==> src/verilog/tag_geom_pkg.sv <==
//////////////////////////////////////////////////
// tag capture word geometry
// channel, record and read-word sizes, plus the
// record union seen as channels or as read words
//////////////////////////////////////////////////

`default_nettype none

package tag_geom_pkg;

  //////////////////////////////////////////////////
  // record geometry

  // one channel sample
  localparam int chan_width = 64;
  // channels per record
  localparam int num_chans = 4;
  // one read word
  localparam int out_width = 16;
  // read words per record, 256 / 16
  localparam int words_per_rec = 16;
  // word select bits in the virtual address
  localparam int sel_width = 4;

  //////////////////////////////////////////////////
  // virtual read port

  localparam int vaddr_width = 12;
  localparam int vtag_width = 8;

  // same 256 bits, two decodes
  // channel 0 and word 0 sit in the lowest bits
  typedef union packed {
    logic [num_chans-1:0][chan_width-1:0] chan;
    logic [words_per_rec-1:0][out_width-1:0] word;
  } tag_record_u;

endpackage

`default_nettype wire

==> src/verilog/tag_stream_pkg.sv <==
//////////////////////////////////////////////////
// tag capture stream types
// input record and the framer to store write
// command
//////////////////////////////////////////////////

`default_nettype none

package tag_stream_pkg;

  // burst address width on the write and read ports
  // covers BURST_LENGTH up to 256
  localparam int burst_addr_width = 8;

  //////////////////////////////////////////////////
  // input stream record

  // tag number plus the four channel samples
  // about 264 bits per beat
  typedef struct packed {
    logic [tag_geom_pkg::vtag_width-1:0] tag;
    tag_geom_pkg::tag_record_u rec;
  } sample_in_t;

  //////////////////////////////////////////////////
  // write command, framer to store

  // qualified by a separate wr_valid
  typedef struct packed {
    // destination tag, always in range here
    logic [tag_geom_pkg::vtag_width-1:0] tag;
    // row inside the tag burst
    logic [burst_addr_width-1:0] addr;
    // final row of the burst, sets the full flag
    logic last;
    // record payload
    tag_geom_pkg::tag_record_u rec;
  } store_wr_t;

endpackage

`default_nettype wire

==> src/verilog/tag_data_reader.sv <==
//////////////////////////////////////////////////
// tag data reader
// decodes the virtual read address and returns one
// 16-bit word of a stored record, one cycle later
//////////////////////////////////////////////////

`timescale 1ns/1ps
`default_nettype none

module tag_data_reader #(
  parameter int NUM_TAGS = 20,
  parameter int BURST_LENGTH = 32
) (
  input wire clk,
  input wire rst,

  // virtual read port
  input wire [tag_geom_pkg::vtag_width-1:0] virt_tagn,
  input wire [tag_geom_pkg::vaddr_width-1:0] virt_addr,

  // record lookup in the store
  output logic [tag_geom_pkg::vtag_width-1:0] rd_tag,
  output logic [tag_stream_pkg::burst_addr_width-1:0] rd_addr,
  input wire tag_geom_pkg::tag_record_u rd_rec,

  // registered read word
  output logic [tag_geom_pkg::out_width-1:0] data_out
);

  // burst row bits above the word select
  localparam int addr_bits = $clog2(BURST_LENGTH);

  logic [tag_geom_pkg::sel_width-1:0] word_sel;
  logic [tag_geom_pkg::out_width-1:0] word;
  logic tag_ok;
  logic [tag_geom_pkg::out_width-1:0] data_q;

  //////////////////////////////////////////////////
  // address decode

  always_comb begin
    // low nibble picks the word in the record
    word_sel = virt_addr[tag_geom_pkg::sel_width-1:0];

    // next bits pick the row, higher bits ignored
    rd_addr = '0;
    rd_addr[addr_bits-1:0] = virt_addr[tag_geom_pkg::sel_width +: addr_bits];
    rd_tag = virt_tagn;

    // range check lives here only
    tag_ok = int'(virt_tagn) < NUM_TAGS;

    // word view of the returned record
    word = rd_rec.word[word_sel];
  end

  //////////////////////////////////////////////////
  // output register

  // zero for reset or an unknown tag
  always_ff @(posedge clk) begin
    if (rst || !tag_ok) begin
      data_q <= '0;
    end else begin
      data_q <= word;
    end
  end

  assign data_out = data_q;

endmodule

`default_nettype wire

==> config.mk <==
export PLATFORM = sky130hd
export DESIGN_NAME = tag_data_reader
export DESIGN_NICKNAME = d
export VERILOG_FILES = /design/src/verilog/tag_geom_pkg.sv /design/src/verilog/tag_stream_pkg.sv /design/src/verilog/tag_data_reader.sv
export SDC_FILE = /design/constraint.sdc
export NUM_CORES = 1
export LEC_CHECK = 0
export BUFFER_PORTS_ARGS = -buffer_cell sky130_fd_sc_hd__buf_2
export CORE_AREA = 2 2 121 123
export CTS_CLUSTER_DIAMETER = 40
export DETAILED_ROUTE_END_ITERATION = 10
export DIE_AREA = 0 0 123 125
export GPL_TIMING_DRIVEN = 0
export HOLD_SLACK_MARGIN = 0.1
export SLEW_MARGIN = 20
export SYNTH_ARGS = -nofsm -noshare
export SYNTH_HDL_FRONTEND = slang
export SYNTH_SLANG_ARGS = --single-unit
==> constraint.sdc <==
create_clock -name clk -period 2.1 [get_ports clk]
set_input_delay 0.315 -clock clk [delete_from_list [all_inputs] [get_ports clk]]
set_output_delay 0.315 -clock clk [all_outputs]
set_load 0.02 [all_outputs]
==> impl_metrics.ini, run 1 <==
[final_layout]
drive_gt1_share_pct = 82.7
diodes = 0
final_nets = 806
final.fill_count = 1524
largest_reg_flops = 16
final_core_util_pct = 31.4
syn2layout_area_growth_pct = 67.4

[worst_setup_path]
worstPathRequired_ns = 2.20
startpoint_type = input port
crit_fanout = 10
arrival_ns = 1.74
end_kind = flop
startpoint = virt_addr[2]
crit_type = in -> reg

[min_path]
hp-start = virt_addr[3]
hp-class = in -> reg

[sta]
layout_min_cycle_time_ns = 1.64
max_freq_mhz = 610
fin_crit_sh_pct = 78.1
rsz0062_at_grt = no
setup-violations-final = 0
tns_ns = 0
tightest_slew_ns = 0.555
drv_slew = 0
hold_violations = 0
slew_headroom_pct = 63.0

[route]
detail_route.wl_per_cell_um = 17.5
postRouteWirelength_um = 12500
drt_iter0_markers = 64
ant_nets = 0
firstDrtPassIters = 4
dr_total_vias = 3143
avgViaCountPerCell = 4.42
drc = 0

[synthesis]
synth_ff_type = dfxtp_1
synth_edf_count = 0
synthArstFlopShare_pct = 0
seq_area_frac_synth_pct = 12.0
synth-seq-cells = 16
yosysTopAreaCell = mux2_2
yosys-top-cells-area = mux2_2 27%, mux4_2 26%, dfxtp_1 12%, o22ai_1 7.5%, buf_4 6.2%
syn-cell-area_sq_um = 2670
synth_commonest_cells = 63 x mux2_2, 32 x o22ai_1, 31 x mux4_2
avgSynthCellArea_sq_um = 11.7
yosys.area.top_type_share_pct = 26.6
synth_cell_types = 23
synth_most_common_cell = mux2_2
synth_cells = 227
ys_warn_count = 0

[grt]
overflow = 0
antenna_found_initial = 0
grt_use_total_pct = 15.4
grt_pass1_wl_um = 17800
grt_max_degree = 11
grt_pass1_vias = 3300

[run_status]
status = completed

[die]
fp.dieH_um = 125
die_area_sq_um = 15400
start_util_pct = 18.8
core_area_sq_um = 14200
pin_count = 310
num_rows = 44
dieWidth_um = 123

[cts]
cts_root_buffer = clkbuf_16
cts_made_buffers = 3
clkSinkCount = 16
ctsHtreeMaxLevel = 1
clockBufferDepth = 2
cts_resized = 0
ctsHoldBuffers = 0
path_clk_slew_ns = 0.05
postCtsSetupRepairBufs = 0
cts_tree = yes

[power]
power_density_nw_per_um2 = 339
ir_drop_uv = 218
p_leak_uw = 0.00220

[placed_design]
routabilityCongestion = 0.762
dpl.hpwl_um = 11000
port_buffers = 294

[job]
drv_cap = 0
[through the flow]
step	area, sq um	setup slack [ns]	total power [uW]	hold slack, ns	cells
6_report	4460	0.460	1520	0.479	711
5_1_grt	4460	0.308	1610	0.504	711
4_1_cts	4460	0.382	1540	0.484	711
3_5_place_dp	4380	0.121	1110	0.737	707
3_3_place_gp	4380	0.115	1100	0.735	707
2_1_floorplan	2670	0.658	750	0.543	229
[per-layer routing]
metal / wire (um) / track usage (%) / up-vias
met4: 70 / 2.67 / 0
met2: 6210 / 27.5 / 179
met5: 0 / 0 / -
li1: - / - / 1533
met3: 1040 / 2.24 / 4
met1: 5130 / 19.7 / 1427
[worst paths after layout]
kind / slack (ns) / end / cells past startpoint
worst max-delay path: 0.46 / data_out[10]$_SDFF_PP0_ / 6
worst min-delay path: 0.48 / data_out[7]$_SDFF_PP0_ / 3
[worst max-delay path: stages]
cell and delay [ns]:
buf_2 0.14, buf_6 0.19, buf_2 0.31, mux4_2 0.34, mux2i_1 0.27, o32ai_1 0.16
[power by group]
group	internal [uW]	switching, uW
Sequential	309	1.19
Clock	290	135
Combinational	466	314
Total	1070	450
[placed cells by master, fill, tap and decap left out]
master / Yosys / layout
nor4_4: 1 / 1
clkbuf_8: 0 / 1
nand2b_1: 2 / 2
buf_4: 22 / 22
clkbuf_16: 0 / 3
or2_1: 1 / 1
buf_8: 1 / 1
mux2_2: 63 / 63
dfxtp_1: 16 / 16
mux4_2: 31 / 31
buf_6: 3 / 3
mux2i_1: 16 / 16
o21ai_1: 1 / 1
mux4_1: 1 / 1
buf_12: 2 / 2
o22ai_1: 32 / 32
nand2_4: 1 / 1
o32ai_1: 16 / 16
clkbuf_2: 2 / 2
nand3_2: 1 / 1
nand3b_1: 1 / 1
clkbuf_1: 1 / 1
conb_1: 1 / 3
mux2_1: 1 / 1
buf_2: 11 / 305
[area by class of cell]
cell class	count	area, sq um	area share [%]
multi-input cells	171	2030	45.5
repair buffers	294	1470	33.0
plain buffers	42	323	7.23
flip-flops and latches	16	320	7.17
well taps	184	230	5.16
clock buffers	4	88.8	1.99
[cells by family after synthesis]
logic type	Yosys count	synth area share, %
mux	112	60.2
buf+inv	42	12.1
compound gates	49	13.0
flops	16	12.0
other cells	1	0.141
simple gates	7	2.58
Note: power is estimated with default switching activity, not from simulation.
==> run 2: changes to the inputs <==
clock period = 1.45 ns   (was 2.1 ns; I/O delays follow)
==> impl_metrics.ini, run 2 (synthesized netlist as in run 1, its figures left out) <==
[final_layout]
diodes = 0
largest_reg_flops = 16
final_cell_mix = 304 x buf_2, 63 x mux2_2, 32 x o22ai_1
final_common_cell = buf_2
drive_gt1_share_pct = 84.3
syn2layout_area_growth_pct = 69.0
final_nets = 806

[cts]
clkSinkCount = 16
path_clk_slew_ns = 0.05
ctsHoldBuffers = 0
cts_tree = yes
ctsHtreeMaxLevel = 1
clockBufferDepth = 2
cts_root_buffer = clkbuf_16
cts_made_buffers = 3

[sta]
drv_slew = 0
layout_min_cycle_time_ns = 1.35
setup-violations-final = 0
fin_crit_sh_pct = 93.2
hold_violations = 0
max_freq_mhz = 740
holdWs_ns = 0.381
rsz0062_at_grt = no
timing.final.ws_setup_ns = 0.0993

[die]
core_area_sq_um = 14200
pin_count = 310
die_area_sq_um = 15400
dieWidth_um = 123
start_util_pct = 18.8
fp.dieH_um = 125
num_rows = 44

[placed_design]
dpl.hpwl_um = 11000
port_buffers = 294
dpl_worst_slack_ns = -0.431
routabilityCongestion = 0.762

[worst_setup_path]
startpoint_type = input port
crit_buf_inv = 2
crit_path_frequent_cell = buf_2
crit_chain = buf_2 > nor4_4 > nand3_2 > buf_2 > o32ai_1
arrival_ns = 1.49
crit_type = in -> reg
end_kind = flop
cp_top_family = simple AND/OR/NAND/NOR gates
slowest_stage = o32ai_1
max_stage_delay_ns = 0.35
worstPathRequired_ns = 1.59
crit_fanout = 10

[power]
clkPwrFrac_pct = 27.7
p_seq_share_pct = 20.3
p_int_uw = 1560
switching_share_pct = 29.7
switching_power_uw = 659
p_leak_uw = 0.00220
power_density_nw_per_um2 = 492
ir_drop_uv = 311
p_comb_share_pct = 52.1

[route]
dr_total_vias = 3152
postRouteWirelength_um = 12500
drt_iter0_markers = 62
ant_nets = 0
firstDrtPassIters = 4
drc = 0
detail_route.wl_per_cell_um = 17.6
avgViaCountPerCell = 4.43

[grt]
overflow = 0
grt_use_total_pct = 15.5
grt_max_degree = 11
grt_pass1_wl_um = 17900
grt_pass1_vias = 3306
antenna_found_initial = 0

[min_path]
hp-class = in -> reg

[run_status]
status = completed

[job]
drv_cap = 0
-- run 2: cell counts in the layout (fill, tap and decap cells not counted) --
Identical to the previous run, type by type.
-- run 2: path summary, 6_finish.rpt --
path | start | end | slack, ns | cells after the start
max | virt_tagn[7] | data_out[3]$_SDFF_PP0_ | 0.1 | 5
min | virt_addr[3] | data_out[7]$_SDFF_PP0_ | 0.38 | 3
-- run 2: area by class of cell --
| cell class | count | area, sq um |
|---|---|---|
| Buffer | 42 | 338 |
| Fill cell | 1522 | 9700 |
| Timing Repair Buffer | 294 | 1470 |
| Clock buffer | 4 | 88.8 |
| Multi-Input combinational cell | 171 | 2060 |
| Sequential cell | 16 | 320 |
| Tap cell | 184 | 230 |
-- run 2: power by group through the flow --
stage                     clock network [uW]  registers (uW)  logic, uW
after detailed placement                   0             459       1150
after global placement                     0             459       1130
after floorplan                            0             470        617
final                                    613             450       1160
after global routing                     653             450       1260
after CTS                                632             450       1160
-- run 2: repair_timing --
item,in CTS,in global routing
setup endpoints to repair,11,12
pin swaps,0,0
setup buffers,0,0
resized for setup,5,8
-- run 2: metal layers --
metal	part of all wire, %	vias up	global-route usage, %
li1	-	1534	-
met1	41	1438	19.9
met2	50	174	27.6
met3	8.0	6	2.24
met4	0.70	0	2.67
met5	0	-	0
-- run 2: stage by stage --
step | cell area (sq um) | std cells | total power (uW) | TNS (ns) | util [%]
floorplan | 2670 | 229 | 1090 | 0 | -
global placement | 4380 | 707 | 1590 | -4.54 | 30.8
detailed placement | 4380 | 707 | 1610 | -4.59 | 30.8
CTS | 4480 | 711 | 2240 | 0 | 31.6
global route | 4510 | 711 | 2360 | 0 | 31.7
finish | 4510 | 711 | 2220 | 0 | 31.7
==> run 3: changes to the inputs <==
ABC_AREA = 1   (was unset)
CORE_AREA = 2 2 122 124   (was 2 2 121 123)
DIE_AREA = 0 0 124 126   (was 0 0 123 125)
==> impl_metrics.ini, run 3 <==
[worst_setup_path]
crit_type = in -> reg
end_kind = flop
worstPathRequired_ns = 1.58
arrival_ns = 1.47
crit_fanout = 10
startpoint_type = input port

[min_path]
hold_depth = 4
hold_end = data_out[6]$_SDFF_PP0_
hp-class = in -> reg
hp-start = virt_addr[3]

[die]
start_util_pct = 27.0
fp.dieH_um = 126
num_rows = 44
dieWidth_um = 124
pin_count = 310
core_area_sq_um = 14300
die_area_sq_um = 15600

[final_layout]
diodes = 0
final_cell_mix = 336 x nand2_1, 331 x buf_2, 225 x inv_1
final_nets = 1441
syn2layout_area_growth_pct = 46.9
final_core_util_pct = 39.6
fin_area_sq_um = 5670
drive_gt1_share_pct = 31.2
final_common_cell = nand2_1
largest_reg_flops = 16

[job]
drv_cap = 0

[cts]
ctsHoldBuffers = 0
clkSinkCount = 16
clockBufferDepth = 2
cts_tree = yes
cts_made_buffers = 3
postCtsSetupRepairBufs = 0
path_clk_slew_ns = 0.05
cts_root_buffer = clkbuf_16
ctsHtreeMaxLevel = 1

[route]
avgViaCountPerCell = 4.30
ant_nets = 0
dr_total_vias = 5789
firstDrtPassIters = 5
drt_iter0_markers = 356
postRouteWirelength_um = 18700
detail_route.wl_per_cell_um = 13.9
drc = 0

[placed_design]
placed_area_sq_um = 5580
routabilityCongestion = 0.855
port_buffers = 295
dpl_worst_slack_ns = -0.271
dpl.hpwl_um = 15800

[sta]
slew_headroom_pct = 62.4
hold_violations = 0
max_freq_mhz = 748
timing.final.ws_setup_ns = 0.112
rsz0062_at_grt = no
setup-violations-final = 0
layout_min_cycle_time_ns = 1.34
drv_slew = 0
fin_crit_sh_pct = 92.3
tightest_slew_ns = 0.564

[grt]
grt_use_total_pct = 22.6
overflow = 0
antenna_found_initial = 0
grt_pass1_wl_um = 27300
grt_pass1_vias = 5420
grt_max_degree = 11

[synthesis]
syn-cell-area_sq_um = 3860
ys_warn_count = 0
synth-seq-cells = 16
avgSynthCellArea_sq_um = 4.49
synthArstFlopShare_pct = 0
synth_ff_type = dfxtp_1
yosysTopAreaCell = nand2_1
synth_cell_types = 15
seq_area_frac_synth_pct = 8.29
synth_most_common_cell = nand2_1
synth_commonest_cells = 336 x nand2_1, 225 x inv_1, 176 x nand3_1
yosys-top-cells-area = nand2_1 33%, nand3_1 23%, inv_1 22%, dfxtp_1 8.3%, buf_2 4.7%
synth_edf_count = 0
synth_cells = 861
yosys.area.top_type_share_pct = 32.6

[power]
p_leak_uw = 0.00406
ir_drop_uv = 277
p_int_uw = 1480
p_comb_share_pct = 57.3
power_density_nw_per_um2 = 435
switching_share_pct = 40.0
clkPwrFrac_pct = 24.5
p_seq_share_pct = 18.2
switching_power_uw = 988

[run_status]
status = completed
==> run 3: cell count changes in the layout (fill, tap and decap cells not counted), moves of 16 or more <==
cell and delta:
mux4_2 -31, buf_2 +27, o32ai_1 -16, nor2_1 +18, inv_1 +225, mux2_2 -63
nand2_1 +336, o22ai_1 -32, nand3_1 +176
==> run 3: final cells by class <==
| type | instances | area (sq um) |
|---|---|---|
| Timing Repair Buffer | 295 | 1480 |
| Inverter | 227 | 852 |
| Buffer | 69 | 390 |
| Clock buffer | 4 | 88.8 |
| Fill cell | 1757 | 8640 |
| Sequential cell | 16 | 320 |
| Multi-Input combinational cell | 551 | 2320 |
| Tap cell | 184 | 230 |
==> run 3: timing repair <==
| action | in CTS | in global routing |
|---|---|---|
| hold endpoints to repair | 0 | 0 |
| gates resized for setup | 2 | 2 |
| endpoints found under the setup margin | 4 | 2 |
==> run 3: kinds of logic after synthesis <==
family | Yosys count | synth area share, %
compound gates | 17 | 2.20
buf+inv | 296 | 32.1
flops | 16 | 8.29
other cells | 1 | 0.0971
simple gates | 531 | 57.4
==> run 3: how the worst max path moves through the flow <==
| stage | to | cells after the start | startpoint |
|---|---|---|---|
| after CTS | data_out[3]$_SDFF_PP0_ | 7 | virt_addr[1] |
| after global routing | data_out[12]$_SDFF_PP0_ | 7 | virt_addr[1] |
| after floorplan | data_out[0]$_SDFF_PP0_ | 6 | virt_addr[2] |
| after detailed placement | data_out[14]$_SDFF_PP0_ | 9 | virt_addr[1] |
| final | data_out[12]$_SDFF_PP0_ | 8 | virt_addr[0] |
| after global placement | data_out[14]$_SDFF_PP0_ | 9 | virt_addr[1] |
==> run 3: per-layer routing <==
| layer | wire length [um] | track usage [%] | vias up | share of wire [%] |
|---|---|---|---|---|
| li1 | - | - | 3087 | - |
| met1 | 7800 | 27.7 | 2429 | 42 |
| met2 | 9070 | 42.0 | 253 | 48 |
| met3 | 1500 | 1.86 | 20 | 8.0 |
| met4 | 372 | 5.42 | 0 | 2.0 |
| met5 | 0 | 0 | - | 0 |
==> run 3: power by group through the flow <==
stage	Clock [uW]	Sequential (uW)	Combinational [uW]
CTS	609	449	1420
detailed placement	0	458	1410
finish	605	449	1410
floorplan	0	469	764
global route	625	449	1590
global placement	0	458	1420
==> run 3: per-stage QoR <==
step / std cells / setup TNS [ns] / hold WS, ns / total power [uW]
final: 1346 / 0 / 0.308 / 2470
after global routing: 1346 / 0 / 0.355 / 2670
after CTS: 1346 / 0 / 0.319 / 2480
after detailed placement: 1342 / -3.00 / 0.580 / 1870
after global placement: 1342 / -3.23 / 0.587 / 1870
after floorplan: 863 / 0 / 0.372 / 1230
==> run 3: critical path, cell delays in order <==
cell and delay [ns]:
buf_2 0.10, buf_4 0.20, buf_2 0.25, nand2_1 0.08
nand3_1 0.11, nand3_1 0.14, a21oi_1 0.28, nor2_1 0.08
