### config.mk
export PLATFORM = sky130hd
export DESIGN_NAME = tag_burst_framer
export DESIGN_NICKNAME = d
export VERILOG_FILES = /design/src/verilog/tag_geom_pkg.sv /design/src/verilog/tag_stream_pkg.sv /design/src/verilog/tag_burst_framer.sv
export SDC_FILE = /design/constraint.sdc
export NUM_CORES = 1
export LEC_CHECK = 0
export BUFFER_PORTS_ARGS = -buffer_cell sky130_fd_sc_hd__buf_4
export CAP_MARGIN = 30
export CORE_AREA = 2 2 226 228
export DETAILED_ROUTE_END_ITERATION = 12
export DIE_AREA = 0 0 228 230
export HOLD_SLACK_MARGIN = 0.06
export SLEW_MARGIN = 20
export SYNTH_ARGS = -nofsm -noshare
export SYNTH_HDL_FRONTEND = slang
export SYNTH_SLANG_ARGS = --single-unit
### constraint.sdc
create_clock -name clk -period 8.2 [get_ports clk]
set_input_delay 0.41 -clock clk [delete_from_list [all_inputs] [get_ports clk]]
set_output_delay 0.41 -clock clk [all_outputs]
set_load 0.01 [all_outputs]
### src/verilog/tag_geom_pkg.sv
//////////////////////////////////////////////////
// tag capture word geometry
// channel, record and read-word sizes, plus the
// record union seen as channels or as read words
//////////////////////////////////////////////////

`default_nettype none

package tag_geom_pkg;

  //////////////////////////////////////////////////
  // record geometry

  // one channel sample
  localparam int chan_width = 64;
  // channels per record
  localparam int num_chans = 4;
  // one read word
  localparam int out_width = 16;
  // read words per record, 256 / 16
  localparam int words_per_rec = 16;
  // word select bits in the virtual address
  localparam int sel_width = 4;

  //////////////////////////////////////////////////
  // virtual read port

  localparam int vaddr_width = 12;
  localparam int vtag_width = 8;

  // same 256 bits, two decodes
  // channel 0 and word 0 sit in the lowest bits
  typedef union packed {
    logic [num_chans-1:0][chan_width-1:0] chan;
    logic [words_per_rec-1:0][out_width-1:0] word;
  } tag_record_u;

endpackage

`default_nettype wire

### src/verilog/tag_stream_pkg.sv
//////////////////////////////////////////////////
// tag capture stream types
// input record and the framer to store write
// command
//////////////////////////////////////////////////

`default_nettype none

package tag_stream_pkg;

  // burst address width on the write and read ports
  // covers BURST_LENGTH up to 256
  localparam int burst_addr_width = 8;

  //////////////////////////////////////////////////
  // input stream record

  // tag number plus the four channel samples
  // about 264 bits per beat
  typedef struct packed {
    logic [tag_geom_pkg::vtag_width-1:0] tag;
    tag_geom_pkg::tag_record_u rec;
  } sample_in_t;

  //////////////////////////////////////////////////
  // write command, framer to store

  // qualified by a separate wr_valid
  typedef struct packed {
    // destination tag, always in range here
    logic [tag_geom_pkg::vtag_width-1:0] tag;
    // row inside the tag burst
    logic [burst_addr_width-1:0] addr;
    // final row of the burst, sets the full flag
    logic last;
    // record payload
    tag_geom_pkg::tag_record_u rec;
  } store_wr_t;

endpackage

`default_nettype wire

### src/verilog/tag_burst_framer.sv
//////////////////////////////////////////////////
// tag burst framer
// routes input records to their tag, tracks the
// row position in each burst and holds the stream
// when the target tag is full
//////////////////////////////////////////////////

`timescale 1ns/1ps
`default_nettype none

module tag_burst_framer #(
  parameter int NUM_TAGS = 20,
  parameter int BURST_LENGTH = 32
) (
  input wire clk,
  input wire rst,

  // input record stream
  input wire sample_valid,
  output logic sample_ready,
  input wire tag_stream_pkg::sample_in_t sample,

  // per-tag status and rearm
  input wire [NUM_TAGS-1:0] tag_full,
  input wire [NUM_TAGS-1:0] rearm,

  // write command to the store
  output logic wr_valid,
  output tag_stream_pkg::store_wr_t wr
);

  // row counter bits, BURST_LENGTH is a power of two
  localparam int addr_bits = $clog2(BURST_LENGTH);
  // tag index bits
  localparam int tag_bits = (NUM_TAGS > 1) ? $clog2(NUM_TAGS) : 1;

  // one write counter per tag
  logic [addr_bits-1:0] cnt_q [NUM_TAGS];

  logic tag_ok;
  logic [tag_bits-1:0] tag_sel;
  logic [addr_bits-1:0] cur_cnt;
  logic [NUM_TAGS-1:0] wr_hit;

  //////////////////////////////////////////////////
  // handshake and write command

  always_comb begin
    // unknown tags never stall the stream
    tag_ok = int'(sample.tag) < NUM_TAGS;
    tag_sel = sample.tag[tag_bits-1:0];
    cur_cnt = tag_ok ? cnt_q[tag_sel] : '0;

    // only the framer tests fullness
    sample_ready = tag_ok ? ~tag_full[tag_sel] : 1'b1;

    // write on the handshake cycle, dropped tags give none
    wr_valid = sample_valid & sample_ready & tag_ok;

    wr.tag = sample.tag;
    wr.addr = '0;
    wr.addr[addr_bits-1:0] = cur_cnt;
    // all ones means row BURST_LENGTH-1
    wr.last = &cur_cnt;
    wr.rec = sample.rec;

    // one-hot of the tag being written
    wr_hit = '0;
    if (wr_valid) begin
      wr_hit[tag_sel] = 1'b1;
    end
  end

  //////////////////////////////////////////////////
  // per-tag row counters

  always_ff @(posedge clk) begin
    if (rst) begin
      for (int t = 0; t < NUM_TAGS; t++) begin
        cnt_q[t] <= '0;
      end
    end else begin
      for (int t = 0; t < NUM_TAGS; t++) begin
        // rearm wins over a write on the same edge
        if (rearm[t]) begin
          cnt_q[t] <= '0;
        end else if (wr_hit[t]) begin
          // natural wrap to zero after the last row
          cnt_q[t] <= cnt_q[t] + 1'b1;
        end
      end
    end
  end

endmodule

`default_nettype wire

==> impl_results.md, run 1 <==
* Status: finished, final reports clean
* Clock-pin slew on the worst setup and hold paths at 0.07 ns
* Critical path buffers and inverters at 2
* Compound-Gate Fraction of Synth Area at 3.80%
* Via-to-Cell Ratio at 4.11
* EDFF count, synth at 100
* Worst R2R Path Depth at 4
* CTS tree: yes
* Fmax at 295 MHz
* Largest register FFs at 100
* Setup ws final at 4.81 ns
* Number of distinct library cells after synthesis at 47
* Post-synthesis mux area share at 8.66%
* Final hold slack at 0.390 ns
* Most used cell, CP: buf_4
* CP Capture Point: cnt_q[19][2]
* Critical path's slowest cell: o41ai_1
* Layout Skew at 0.00538 ns
* PortBufs at 66
* Critical Path Source: sample[256]
* Largest regs: cnt_q (100)
* Setup Buffers After CTS at 0
* Pwr/cell area at 144 mW/mm2
* DR pass1 iterations at 5
* Core Rows at 82
* Largest area contributor in the netlist: edfxtp_1
* Lkg Pwr at 2.42 nW
* Synth warn at 0
* CP cell instances: buf_4, mux4_2, mux2_2, a21oi_2, nor2_4, buf_4, o41ai_1
* Most flops, register: cnt_q
* First-pass GRT wire length at 34,900 um
* Syn-to-layout area delta at -5.75%
* Floorplan core area at 0.0499 mm2
* Final Hold Viols at 0
* RSZ-0062 raised after global routing: false
* Dpl ws at 4.33 ns
* Post-synthesis sequential area ratio at 36.0%
* Max Fanout on Critical Path at 72
* Most frequent cells in the layout: edfxtp_1 (100), nor4_1 (81), buf_4 (70), nand3_1 (41), xor2_1 (40)
* Die W at 228 um
* Worst Hold Class: input pin to flop
* Synth top area share at 36.0%
* Worst-skew pair later-pin latency at 0.34 ns
* Largest net degree at the start of global routing at 73
* Post-placement cell area at 0.00754 mm2
* Cts bufs inserted at 9
* Root Buffer: clkbuf_16
* Mapped Area at 0.00834 mm2
* Worst EP required at 8.17 ns
* Residual DRC at 0
* # IOs at 582
* Post-synthesis register bit count at 100
* Final setup fails at 0
* WL final at 24,300 um
* Xor-xnor portion of the synthesized cell area at 6.30%
* Max Slew Vio Count at 0
* Fraction of registers with async set/reset at 0%
* Antenna-violating nets left at 0
* Commonest non-fill, non-tap cell in the layout: edfxtp_1
* Critical Path AT at 3.36 ns
* Via count at 5,183
* Launch point of the worst reg-to-reg path: cnt_q[18][0]
* H-tree Lvls at 3
* RR Endpoint: cnt_q[18][4]
* Final instance area at 0.00786 mm2
* Adder-cell area share of the yosys netlist at 3.00%
* Simple-gate share of the synthesized area at 15.7%
* Clock period minus worst slack at 3.39 ns
* Avg Cell Area, Syn at 10.4 um2
* Top cell family by delay on the critical path: compound AO/OA/AOI/OAI gates
* Synth top area cells: edfxtp_1 (36%), buf_4 (24%), mux4_2 (7.0%)
* Utilization after layout at 15.8%
* Reg2reg setup slack at 6.87 ns
* Detail Placement HPWL at 18,900 um
* Main combinational cell family by area after synthesis: buffers and inverters
* Grt ovf at 0
* Slew HR at 38.5%
* CTS resizes at 0
* Die Span Y at 230 um
* Antenna violations before repair at 2
* CP endpoint kind: flop
* Clock sink count at 100
* Per-cell routed wire length at 19.3 um
* RePlAce Congestion at 0.759
* Worst Max-Slew Pin Slew at 0.911 ns
* Initial Utilization at 16.7%
* ANT cells at 0
* DRT iter0 DRCs at 428
* Final net count at 910
* Hold buffer count at CTS at 0
* Final worst path period share at 41.4%
* Synth Flop Type: edfxtp_1
* Tot GR Track Use at 8.99%
* VDD IR-drop max at 0.0910 mV
* Die area at 0.0524 mm2
* Kind of critical path: input pin to flop
* CTS max path bufs at 2
* Setup TNS at 0 ns
* Share of layout cells above drive strength 1 at 22.4%
* CP Launch Type: input pin
* Max_cap viols at 0
* Number of global-route vias before repair at 5,086
* Post-Syn Instances at 803
* Critical path depth at 7
* CP peak stage delay at 0.93 ns
==> cell usage after synthesis (3+ instances only) <==
library cell	count
buf_4	268
edfxtp_1	100
nor4_1	81
nand3_1	41
xor2_1	40
nor2_1	29
clkbuf_1	28
mux4_2	26
ha_1	20
xnor2_1	20
nand2_1	16
nor4b_1	13
buf_2	12
o41ai_1	12
or3_1	11
nor3_1	10
or4_1	9
mux2i_1	8
o31ai_1	7
mux2_2	5
nand2b_1	5
o21ai_0	4
a21oi_1	3
nor2b_1	3
or2_0	3
==> per-layer routing <==
metal	track usage [%]	up-vias	wire, um
li1	-	2267	-
met1	9.96	2491	8980
met2	13.9	326	11200
met3	4.96	93	3070
met4	4.35	6	1040
met5	0.368	-	46
==> final cells by class <==
type / count / area, um2
multi-input cells: 392 / 3180
flip-flops and latches: 100 / 3000
fillers: 5566 / 42000
well taps: 672 / 841
clock inverters: 6 / 31.3
repair buffers: 78 / 566
inverters: 2 / 7.51
clock buffers: 10 / 229
==> per-stage QoR <==
stage	total power, mW	cells
floorplan	0.833	805
global placement	0.759	1236
detailed placement	0.761	1236
CTS	1.14	1252
global route	1.18	1260
finish	1.13	1260
==> kinds of logic after synthesis <==
group                    count (synthesis)
flip-flops                             100
AO/OA/AOI/OAI                           41
other                                    1
buffers and inverters                  313
multiplexers                            39
XOR/XNOR                                60
adder cells (fa/ha/maj)                 20
AND/OR/NAND/NOR                        229
==> worst min-delay path, delay by kind of cell <==
family / cells / cell delay, ns
AND/OR/NAND/NOR: 1 / 0.03
buffers and inverters: 1 / 0.09
AO/OA/AOI/OAI: 1 / 0.07
==> where the power goes <==
group	internal, mW	total [mW]	switching (mW)
logic	0.0636	0.147	0.0836
registers	0.583	0.605	0.0229
clock network	0.203	0.379	0.176
==> worst min-delay path by stage <==
stage	startpoint	end	slack, ns	cells after the start
2_1_floorplan	cnt_q[13][0]	cnt_q[13][0]	0.59	1
3_3_place_gp	cnt_q[11][0]	cnt_q[11][0]	0.62	1
3_5_place_dp	cnt_q[11][0]	cnt_q[11][0]	0.63	1
4_1_cts	rearm[12]	cnt_q[12][0]	0.45	3
5_1_grt	rearm[16]	cnt_q[16][0]	0.39	3
6_report	rearm[0]	cnt_q[0][0]	0.39	3
Power figures use the tool's default switching activity.
==> inputs of run 2 (changes only) <==
--- a/config.mk
+++ b/config.mk
@@ -7,9 +7,9 @@
 export LEC_CHECK = 0
 export BUFFER_PORTS_ARGS = -buffer_cell sky130_fd_sc_hd__buf_4
 export CAP_MARGIN = 30
-export CORE_AREA = 2 2 226 228
+export CORE_AREA = 2 2 227 229
 export DETAILED_ROUTE_END_ITERATION = 12
-export DIE_AREA = 0 0 228 230
+export DIE_AREA = 0 0 229 231
 export HOLD_SLACK_MARGIN = 0.06
 export SLEW_MARGIN = 20
 export SYNTH_ARGS = -nofsm -noshare
==> constraint.sdc (replaced) <==
create_clock -name clk -period 3.28 [get_ports clk]
set_input_delay 0.164 -clock clk [delete_from_list [all_inputs] [get_ports clk]]
set_output_delay 0.164 -clock clk [all_outputs]
set_load 0.01 [all_outputs]
==> run 2 against run 1 <==
Global-route usage about the same; count of clock-buffer cells in the layout down 1; core utilization grew 0.23 points; register-to-register slack lost 4.9 ns; critical endpoint is now wr[256]; final cell count grew 2.0%; largest power group unchanged; combinational power increased to 2.7 times the previous value; die area grew 0.88%; first-iteration DRC count increased by 7.9%; final area rose by 3.1%.
==> impl_results.md, run 2 (same netlist as run 1, synthesis figures left out) <==
* Largest net degree at the start of global routing at 73 (unchanged)
* Pwr/cell area at 380 mW/mm2 (was 144 mW/mm2)
* Initial Utilization at 16.5% (was 16.7%)
* Syn-to-layout area delta at -2.84% (was -5.75%)
* WL final at 25,000 um (was 24,300 um)
* Final Hold Viols at 0 (unchanged)
* Clock-pin slew on the worst setup and hold paths at 0.09 ns (was 0.07 ns)
* Floorplan core area at 0.0507 mm2 (was 0.0499 mm2)
* Lkg Pwr at 2.54 nW (was 2.42 nW)
* Max_cap viols at 0 (unchanged)
* Per-cell routed wire length at 19.4 um (was 19.3 um)
* VDD IR-drop max at 0.211 mV (was 0.0910 mV)
* Number of global-route vias before repair at 5,184 (was 5,086)
* CP endpoint kind: output port (was flop)
* Hold buffer count at CTS at 0 (unchanged)
* Critical path buffers and inverters at 1 (was 2)
* Residual DRC at 0 (unchanged)
* Fmax at 370 MHz
* Die area at 0.0529 mm2 (was 0.0524 mm2)
* Worst Max-Slew Pin Slew at 0.633 ns (was 0.911 ns)
* CTS resizes at 0 (unchanged)
* Most flops, register: cnt_q (unchanged)
* Die Span Y at 231 um (was 230 um)
* Worst EP required at 3.12 ns (was 8.17 ns)
* Layout Skew at 0.00890 ns (was 0.00538 ns)
* CP cell instances: mux4_2, mux2i_1, a2111oi_0, a21oi_1, nor4b_1, buf_4 (was buf_4, mux4_2, mux2_2, a21oi_2, nor2_4, buf_4, o41ai_1)
* Kind of critical path: flop to output port (was input pin to flop)
* Utilization after layout at 16.0% (was 15.8%)
* Detail Placement HPWL at 19,700 um (was 18,900 um)
* H-tree Lvls at 3 (unchanged)
* Core Rows at 83 (was 82)
* Cts bufs inserted at 9 (unchanged)
* Grt ovf at 0 (unchanged)
* RePlAce Congestion at 0.794 (was 0.759)
* Max Fanout on Critical Path at 4 (was 72)
* Critical Path AT at 2.54 ns (was 3.36 ns)
* RSZ-0062 raised after global routing: false (unchanged)
* Die W at 229 um (was 228 um)
* # IOs at 582 (unchanged)
* ANT cells at 0 (unchanged)
* Final setup fails at 0 (unchanged)
* Clock period minus worst slack at 2.71 ns
* Final net count at 927 (was 910)
* Share of layout cells above drive strength 1 at 25.3% (was 22.4%)
* Most frequent cells in the layout: edfxtp_1 (100), buf_4 (85), nor4_1 (81), nand3_1 (41), xor2_1 (40) (was edfxtp_1 (100), nor4_1 (81), buf_4 (70), nand3_1 (41), xor2_1 (40))
* Antenna violations before repair at 2 (unchanged)
* Via count at 5,322 (was 5,183)
* Setup TNS at 0 ns (unchanged)
* Largest register FFs at 100 (unchanged)
* Root Buffer: clkbuf_16 (unchanged)
* Final worst path period share at 82.5%
* DRT iter0 DRCs at 462 (was 428)
* CTS tree: yes (unchanged)
* CP Launch Type: flop (was input pin)
* Slew HR at 56.7% (was 38.5%)
* Largest regs: cnt_q (100) (unchanged)
* Critical path's slowest cell: a2111oi_0 (was o41ai_1)
* Antenna-violating nets left at 0 (unchanged)
* Total chip power at 3.08 mW (was 1.13 mW)
* DR pass1 iterations at 4 (was 5)
* Setup Buffers After CTS at 0 (unchanged)
* Clock sink count at 100 (unchanged)
* PortBufs at 66 (unchanged)
* Max Slew Vio Count at 0 (unchanged)
* Worst-skew pair later-pin latency at 0.37 ns (was 0.34 ns)
* CTS max path bufs at 2 (unchanged)
* Status: finished, final reports clean (unchanged)
* CP peak stage delay at 0.63 ns (was 0.93 ns)
* Top cell family by delay on the critical path: compound AO/OA/AOI/OAI gates (unchanged)
* Commonest non-fill, non-tap cell in the layout: edfxtp_1 (unchanged)
* Tot GR Track Use at 9.03% (was 8.99%)
* First-pass GRT wire length at 35,800 um (was 34,900 um)
* Worst Hold Class: input pin to flop (unchanged)
* Via-to-Cell Ratio at 4.14 (was 4.11)
run 2: changes by cell type in the layout (fill, tap and decap cells not counted), moves of 2 or more:
cell	previous run	this run
buf_4	70	85
clkinv_2	3	0
clkinv_8	0	3
buf_12	0	2
clkinv_1	2	0
run 2: routing by layer:
metal / wire [um] / vias to the layer above / part of all wire (%) / global-route usage, %
met4: 909 / 4 / 3.6 / 3.96
met1: 9160 / 2582 / 37 / 9.98
met5: 25 / - / 0.10 / 0
met2: 11800 / 337 / 47 / 14.7
met3: 3100 / 102 / 12 / 4.45
li1: - / 2297 / - / -
run 2: per-stage QoR:
step                      cell area (um2)  setup slack [ns]  instances  hold slack (ns)
after global placement               7680             0.238       1260            0.328
after detailed placement             7700            0.0931       1261            0.328
after global routing                 8100             0.340       1285            0.116
final                                8100             0.574       1285            0.117
after CTS                            8030             0.495       1277            0.164
after floorplan                      8350             0.565        805            0.420
run 2: power by group:
group          switching [mW]  total [mW]  internal, mW
Combinational           0.221       0.399         0.178
Clock                   0.550        1.17         0.621
Sequential             0.0578        1.51          1.45
Total                   0.829        3.08          2.25
run 2: worst register-to-register path, cell delays in order (launching register included):
cell and delay (ns):
edfxtp_1 0.47, ha_1 0.27, nand3_1 0.11, xor2_1 0.16, nor4_1 0.06
run 2: cell type report:
cell class / count / area [um2]
Sequential cell: 100 / 3000
Clock buffer: 9 / 225
Fill cell: 5642 / 42600
Tap cell: 680 / 851
Multi-Input combinational cell: 392 / 3190
Timing Repair Buffer: 95 / 718
Clock inverter: 7 / 108
Inverter: 2 / 7.51
run 2: path summary, 6_finish.rpt:
kind | start | to | slack (ns) | cells past startpoint
max | cnt_q[9][2] | wr[256] | 0.57 | 6
max reg2reg | cnt_q[1][0] | cnt_q[1][4] | 1.95 | 4
min reg2reg | cnt_q[16][0] | cnt_q[16][0] | 0.63 | 1
min | rearm[17] | cnt_q[17][4] | 0.12 | 3
==> inputs of run 3 (changes only) <==
--- a/config.mk
+++ b/config.mk
@@ -5,11 +5,12 @@
 export SDC_FILE = /design/constraint.sdc
 export NUM_CORES = 1
 export LEC_CHECK = 0
+export ABC_AREA = 1
 export BUFFER_PORTS_ARGS = -buffer_cell sky130_fd_sc_hd__buf_4
 export CAP_MARGIN = 30
-export CORE_AREA = 2 2 227 229
+export CORE_AREA = 2 2 225 227
 export DETAILED_ROUTE_END_ITERATION = 12
-export DIE_AREA = 0 0 229 231
+export DIE_AREA = 0 0 227 229
 export HOLD_SLACK_MARGIN = 0.06
 export SLEW_MARGIN = 20
 export SYNTH_ARGS = -nofsm -noshare
==> constraint.sdc (replaced) <==
create_clock -name clk -period 2.2 [get_ports clk]
set_input_delay 0.11 -clock clk [delete_from_list [all_inputs] [get_ports clk]]
set_output_delay 0.11 -clock clk [all_outputs]
set_load 0.01 [all_outputs]
==> run 3 against run 2 <==
Clock skew is 0.0054 ns lower; global-route usage is 3.5 points higher; routed wire length is 35% higher; largest cell class is now registers; highest routed layer unchanged.
==> impl_results.md, run 3 <==
* H-tree Lvls at 3 (unchanged)
* Antenna-violating nets left at 0 (unchanged)
* Status: finished, final reports clean (unchanged)
* Syn-to-layout area delta at -1.26% (was -2.84%)
* Mapped Area at 0.00814 mm2 (was 0.00834 mm2)
* Hold endpoint: cnt_q[16][3] (was cnt_q[17][4])
* Worst-skew pair later-pin latency at 0.36 ns (was 0.37 ns)
* Synth top area share at 36.9% (was 36.0%)
* Logic pwr share at 10.7% (was 12.9%)
* Setup Buffers After CTS at 0 (unchanged)
* NetSw at 1.11 mW (was 829 uW)
* Residual DRC at 0 (unchanged)
* RSZ-0062 raised after global routing: false (unchanged)
* Core Rows at 82 (was 83)
* CTS resizes at 0 (unchanged)
* Die W at 227 um (was 229 um)
* RR Endpoint: cnt_q[0][4] (was cnt_q[1][4])
* Layout Skew at 0.00354 ns (was 0.00890 ns)
* Max Fanout on Critical Path at 3 (was 4)
* Total chip power at 4.60 mW (was 3.08 mW)
* Post-synthesis sequential area ratio at 36.9% (was 36.0%)
* CTS max path bufs at 2 (unchanged)
* ANT cells at 0 (unchanged)
* Detail Placement HPWL at 29,200 um (was 19,700 um)
* Die Span Y at 229 um (was 231 um)
* Number of distinct library cells after synthesis at 27 (was 47)
* Net Sw Frac at 24.1% (was 26.9%)
* CTS tree: yes (unchanged)
* Number of global-route vias before repair at 5,471 (was 5,184)
* Grt ovf at 0 (unchanged)
* Setup TNS at 0 ns (unchanged)
* Setup ws final at 0.310 ns (was 0.574 ns)
* Worst Hold Class: input pin to flop (unchanged)
* Dpl ws at 0.0868 ns (was 0.0931 ns)
* Largest register FFs at 100 (unchanged)
* Final net count at 1,101 (was 927)
* Synth Flop Type: edfxtp_1 (unchanged)
* First-pass GRT wire length at 44,700 um (was 35,800 um)
* Per-cell routed wire length at 23.3 um (was 19.4 um)
* Most frequent cell after synthesis: buf_4 (unchanged)
* # IOs at 582 (unchanged)
* Hold path cells at 3 (unchanged)
* Worst R2R Path Depth at 4 (unchanged)
* Floorplan core area at 0.0497 mm2 (was 0.0507 mm2)
* Post-synthesis register bit count at 100 (unchanged)
* Tot GR Track Use at 12.5% (was 9.03%)
* Launch point of the worst reg-to-reg path: cnt_q[0][0] (was cnt_q[1][0])
* Kind of critical path: flop to output port (unchanged)
* Antenna violations before repair at 1 (was 2)
* DRT iter0 DRCs at 349 (was 462)
* CP endpoint kind: output port (unchanged)
* Post-Syn Instances at 951 (was 803)
* Clock sink count at 100 (unchanged)
* Max_cap viols at 0 (unchanged)
* EDFF count, synth at 100 (unchanged)
* PortBufs at 66 (unchanged)
* Pint at 3.49 mW (was 2.25 mW)
* Max Slew Vio Count at 0 (unchanged)
* Synth warn at 0 (unchanged)
* Hold Startpoint: rearm[16] (was rearm[17])
* Lkg Pwr at 3.16 nW (was 2.54 nW)
* Via count at 5,484 (was 5,322)
* Clock-pin slew on the worst setup and hold paths at 0.07 ns (was 0.09 ns)
* Worst EP required at 2.09 ns (was 3.12 ns)
* Reg power frac at 48.9% (was 49.1%)
* Fraction of registers with async set/reset at 0% (unchanged)
* Final setup fails at 0 (unchanged)
* Largest regs: cnt_q (100) (unchanged)
* DR pass1 iterations at 5 (was 4)
* Most frequent cells in the layout: nand2_1 (184), nor2_1 (133), edfxtp_1 (100), buf_4 (94), nand3_1 (44) (was edfxtp_1 (100), buf_4 (85), nor4_1 (81), nand3_1 (41), xor2_1 (40))
* Largest area contributor in the netlist: edfxtp_1 (unchanged)
* Largest net degree at the start of global routing at 33 (was 73)
* Final worst path period share at 85.9%
* Post-placement cell area at 0.00769 mm2 (was 0.00770 mm2)
* Critical Path AT at 1.78 ns (was 2.54 ns)
* Final instance area at 0.00804 mm2 (was 0.00810 mm2)
* Share of layout cells above drive strength 1 at 17.6% (was 25.3%)
* Hold buffer count at CTS at 0 (unchanged)
* RePlAce Congestion at 0.831 (was 0.794)
* Synth top area cells: edfxtp_1 (37%), buf_4 (25%), nand2_1 (8.5%) (was edfxtp_1 (36%), buf_4 (24%), mux4_2 (7.0%))
* Commonest non-fill, non-tap cell in the layout: nand2_1 (was edfxtp_1)
* Initial Utilization at 16.4% (was 16.5%)
* Avg Cell Area, Syn at 8.56 um2 (was 10.4 um2)
* Final Hold Viols at 0 (unchanged)
* Clock period minus worst slack at 1.89 ns
* WL final at 33,700 um (was 25,000 um)
* Reg2reg setup slack at 0.90 ns (was 1.95 ns)
* Via-to-Cell Ratio at 3.78 (was 4.14)
* Die area at 0.0520 mm2 (was 0.0529 mm2)
* Pwr/cell area at 572 mW/mm2 (was 380 mW/mm2)
* CP Launch Type: flop (unchanged)
* Cts bufs inserted at 9 (unchanged)
* Clock power share at 40.4% (was 38.0%)
* Most flops, register: cnt_q (unchanged)
* Fmax at 529 MHz
* Synth top cells by count: buf_4 (267), nand2_1 (184), nor2_1 (136) (was buf_4 (268), edfxtp_1 (100), nor4_1 (81))
* VDD IR-drop max at 0.433 mV (was 0.211 mV)
* Root Buffer: clkbuf_16 (unchanged)
==> run 3: area by class of cell <==
type / count / area (um2)
clock inverters: 7 / 124
repair buffers: 99 / 806
inverters: 40 / 150
fillers: 5660 / 41600
flip-flops and latches: 100 / 3000
multi-input cells: 524 / 2890
well taps: 672 / 841
clock buffers: 9 / 225
==> run 3: worst max path at each step <==
stage,depth (start not counted),slack [ns],startpoint,end
2_1_floorplan,9,0.18,sample[259],cnt_q[15][0]
3_3_place_gp,12,0.13,sample[256],cnt_q[1][4]
3_5_place_dp,12,0.09,sample[256],cnt_q[3][2]
4_1_cts,9,0.31,cnt_q[12][3],wr[256]
5_1_grt,9,0.14,cnt_q[12][2],wr[256]
6_report,9,0.31,cnt_q[12][3],wr[256]
==> run 3: power by group through the flow <==
stage	Sequential [mW]	Combinational, mW	Clock, mW
after global placement	2.29	0.488	0
after floorplan	2.27	0.771	0
after CTS	2.25	0.494	1.88
after detailed placement	2.29	0.491	0
final	2.25	0.492	1.86
after global routing	2.26	0.547	1.96
==> run 3: metrics by stage <==
| stage | utilization [%] | instances | hold slack [ns] |
|---|---|---|---|
| final | 16.2 | 1451 | 0.196 |
| after global routing | 16.2 | 1451 | 0.215 |
| after CTS | 16.2 | 1451 | 0.195 |
| after detailed placement | 15.5 | 1435 | 0.220 |
| after global placement | 15.5 | 1435 | 0.220 |
| after floorplan | - | 953 | 0.312 |
==> run 3: worst max-delay path, cell delays in order, from the launching register on <==
cell and delay (ns):
edfxtp_1 0.43, a22oi_1 0.26, nand2_1 0.11, nand2_1 0.11, nand2_1 0.07, nor2_1 0.12, nand2_1 0.06, nand3_1 0.06
nor2_1 0.06, buf_4 0.15
==> run 3: cell families (layout without fill, tap and decap cells) <==
family	after synthesis	count (layout)	share of synthesized area (%)
xor gates and xnor gates	60	60	6.45
DFF	100	100	36.9
buffers and inverters	329	155	27.9
other	1	3	0.0460
AOI/OAI and AO/OA	34	34	2.52
and+or+nand+nor	407	407	23.2
adders and majority gates	20	20	3.07
==> run 3: layer usage <==
layer  vias to the layer above  global-route usage (%)  share of wire, %
met1                      2528                    10.4                28
li1                       2471                       -                 -
met5                         -                   0.569              0.13
met3                        82                    12.7                23
met2                       401                    20.1                46
met4                         2                    3.98               3.1
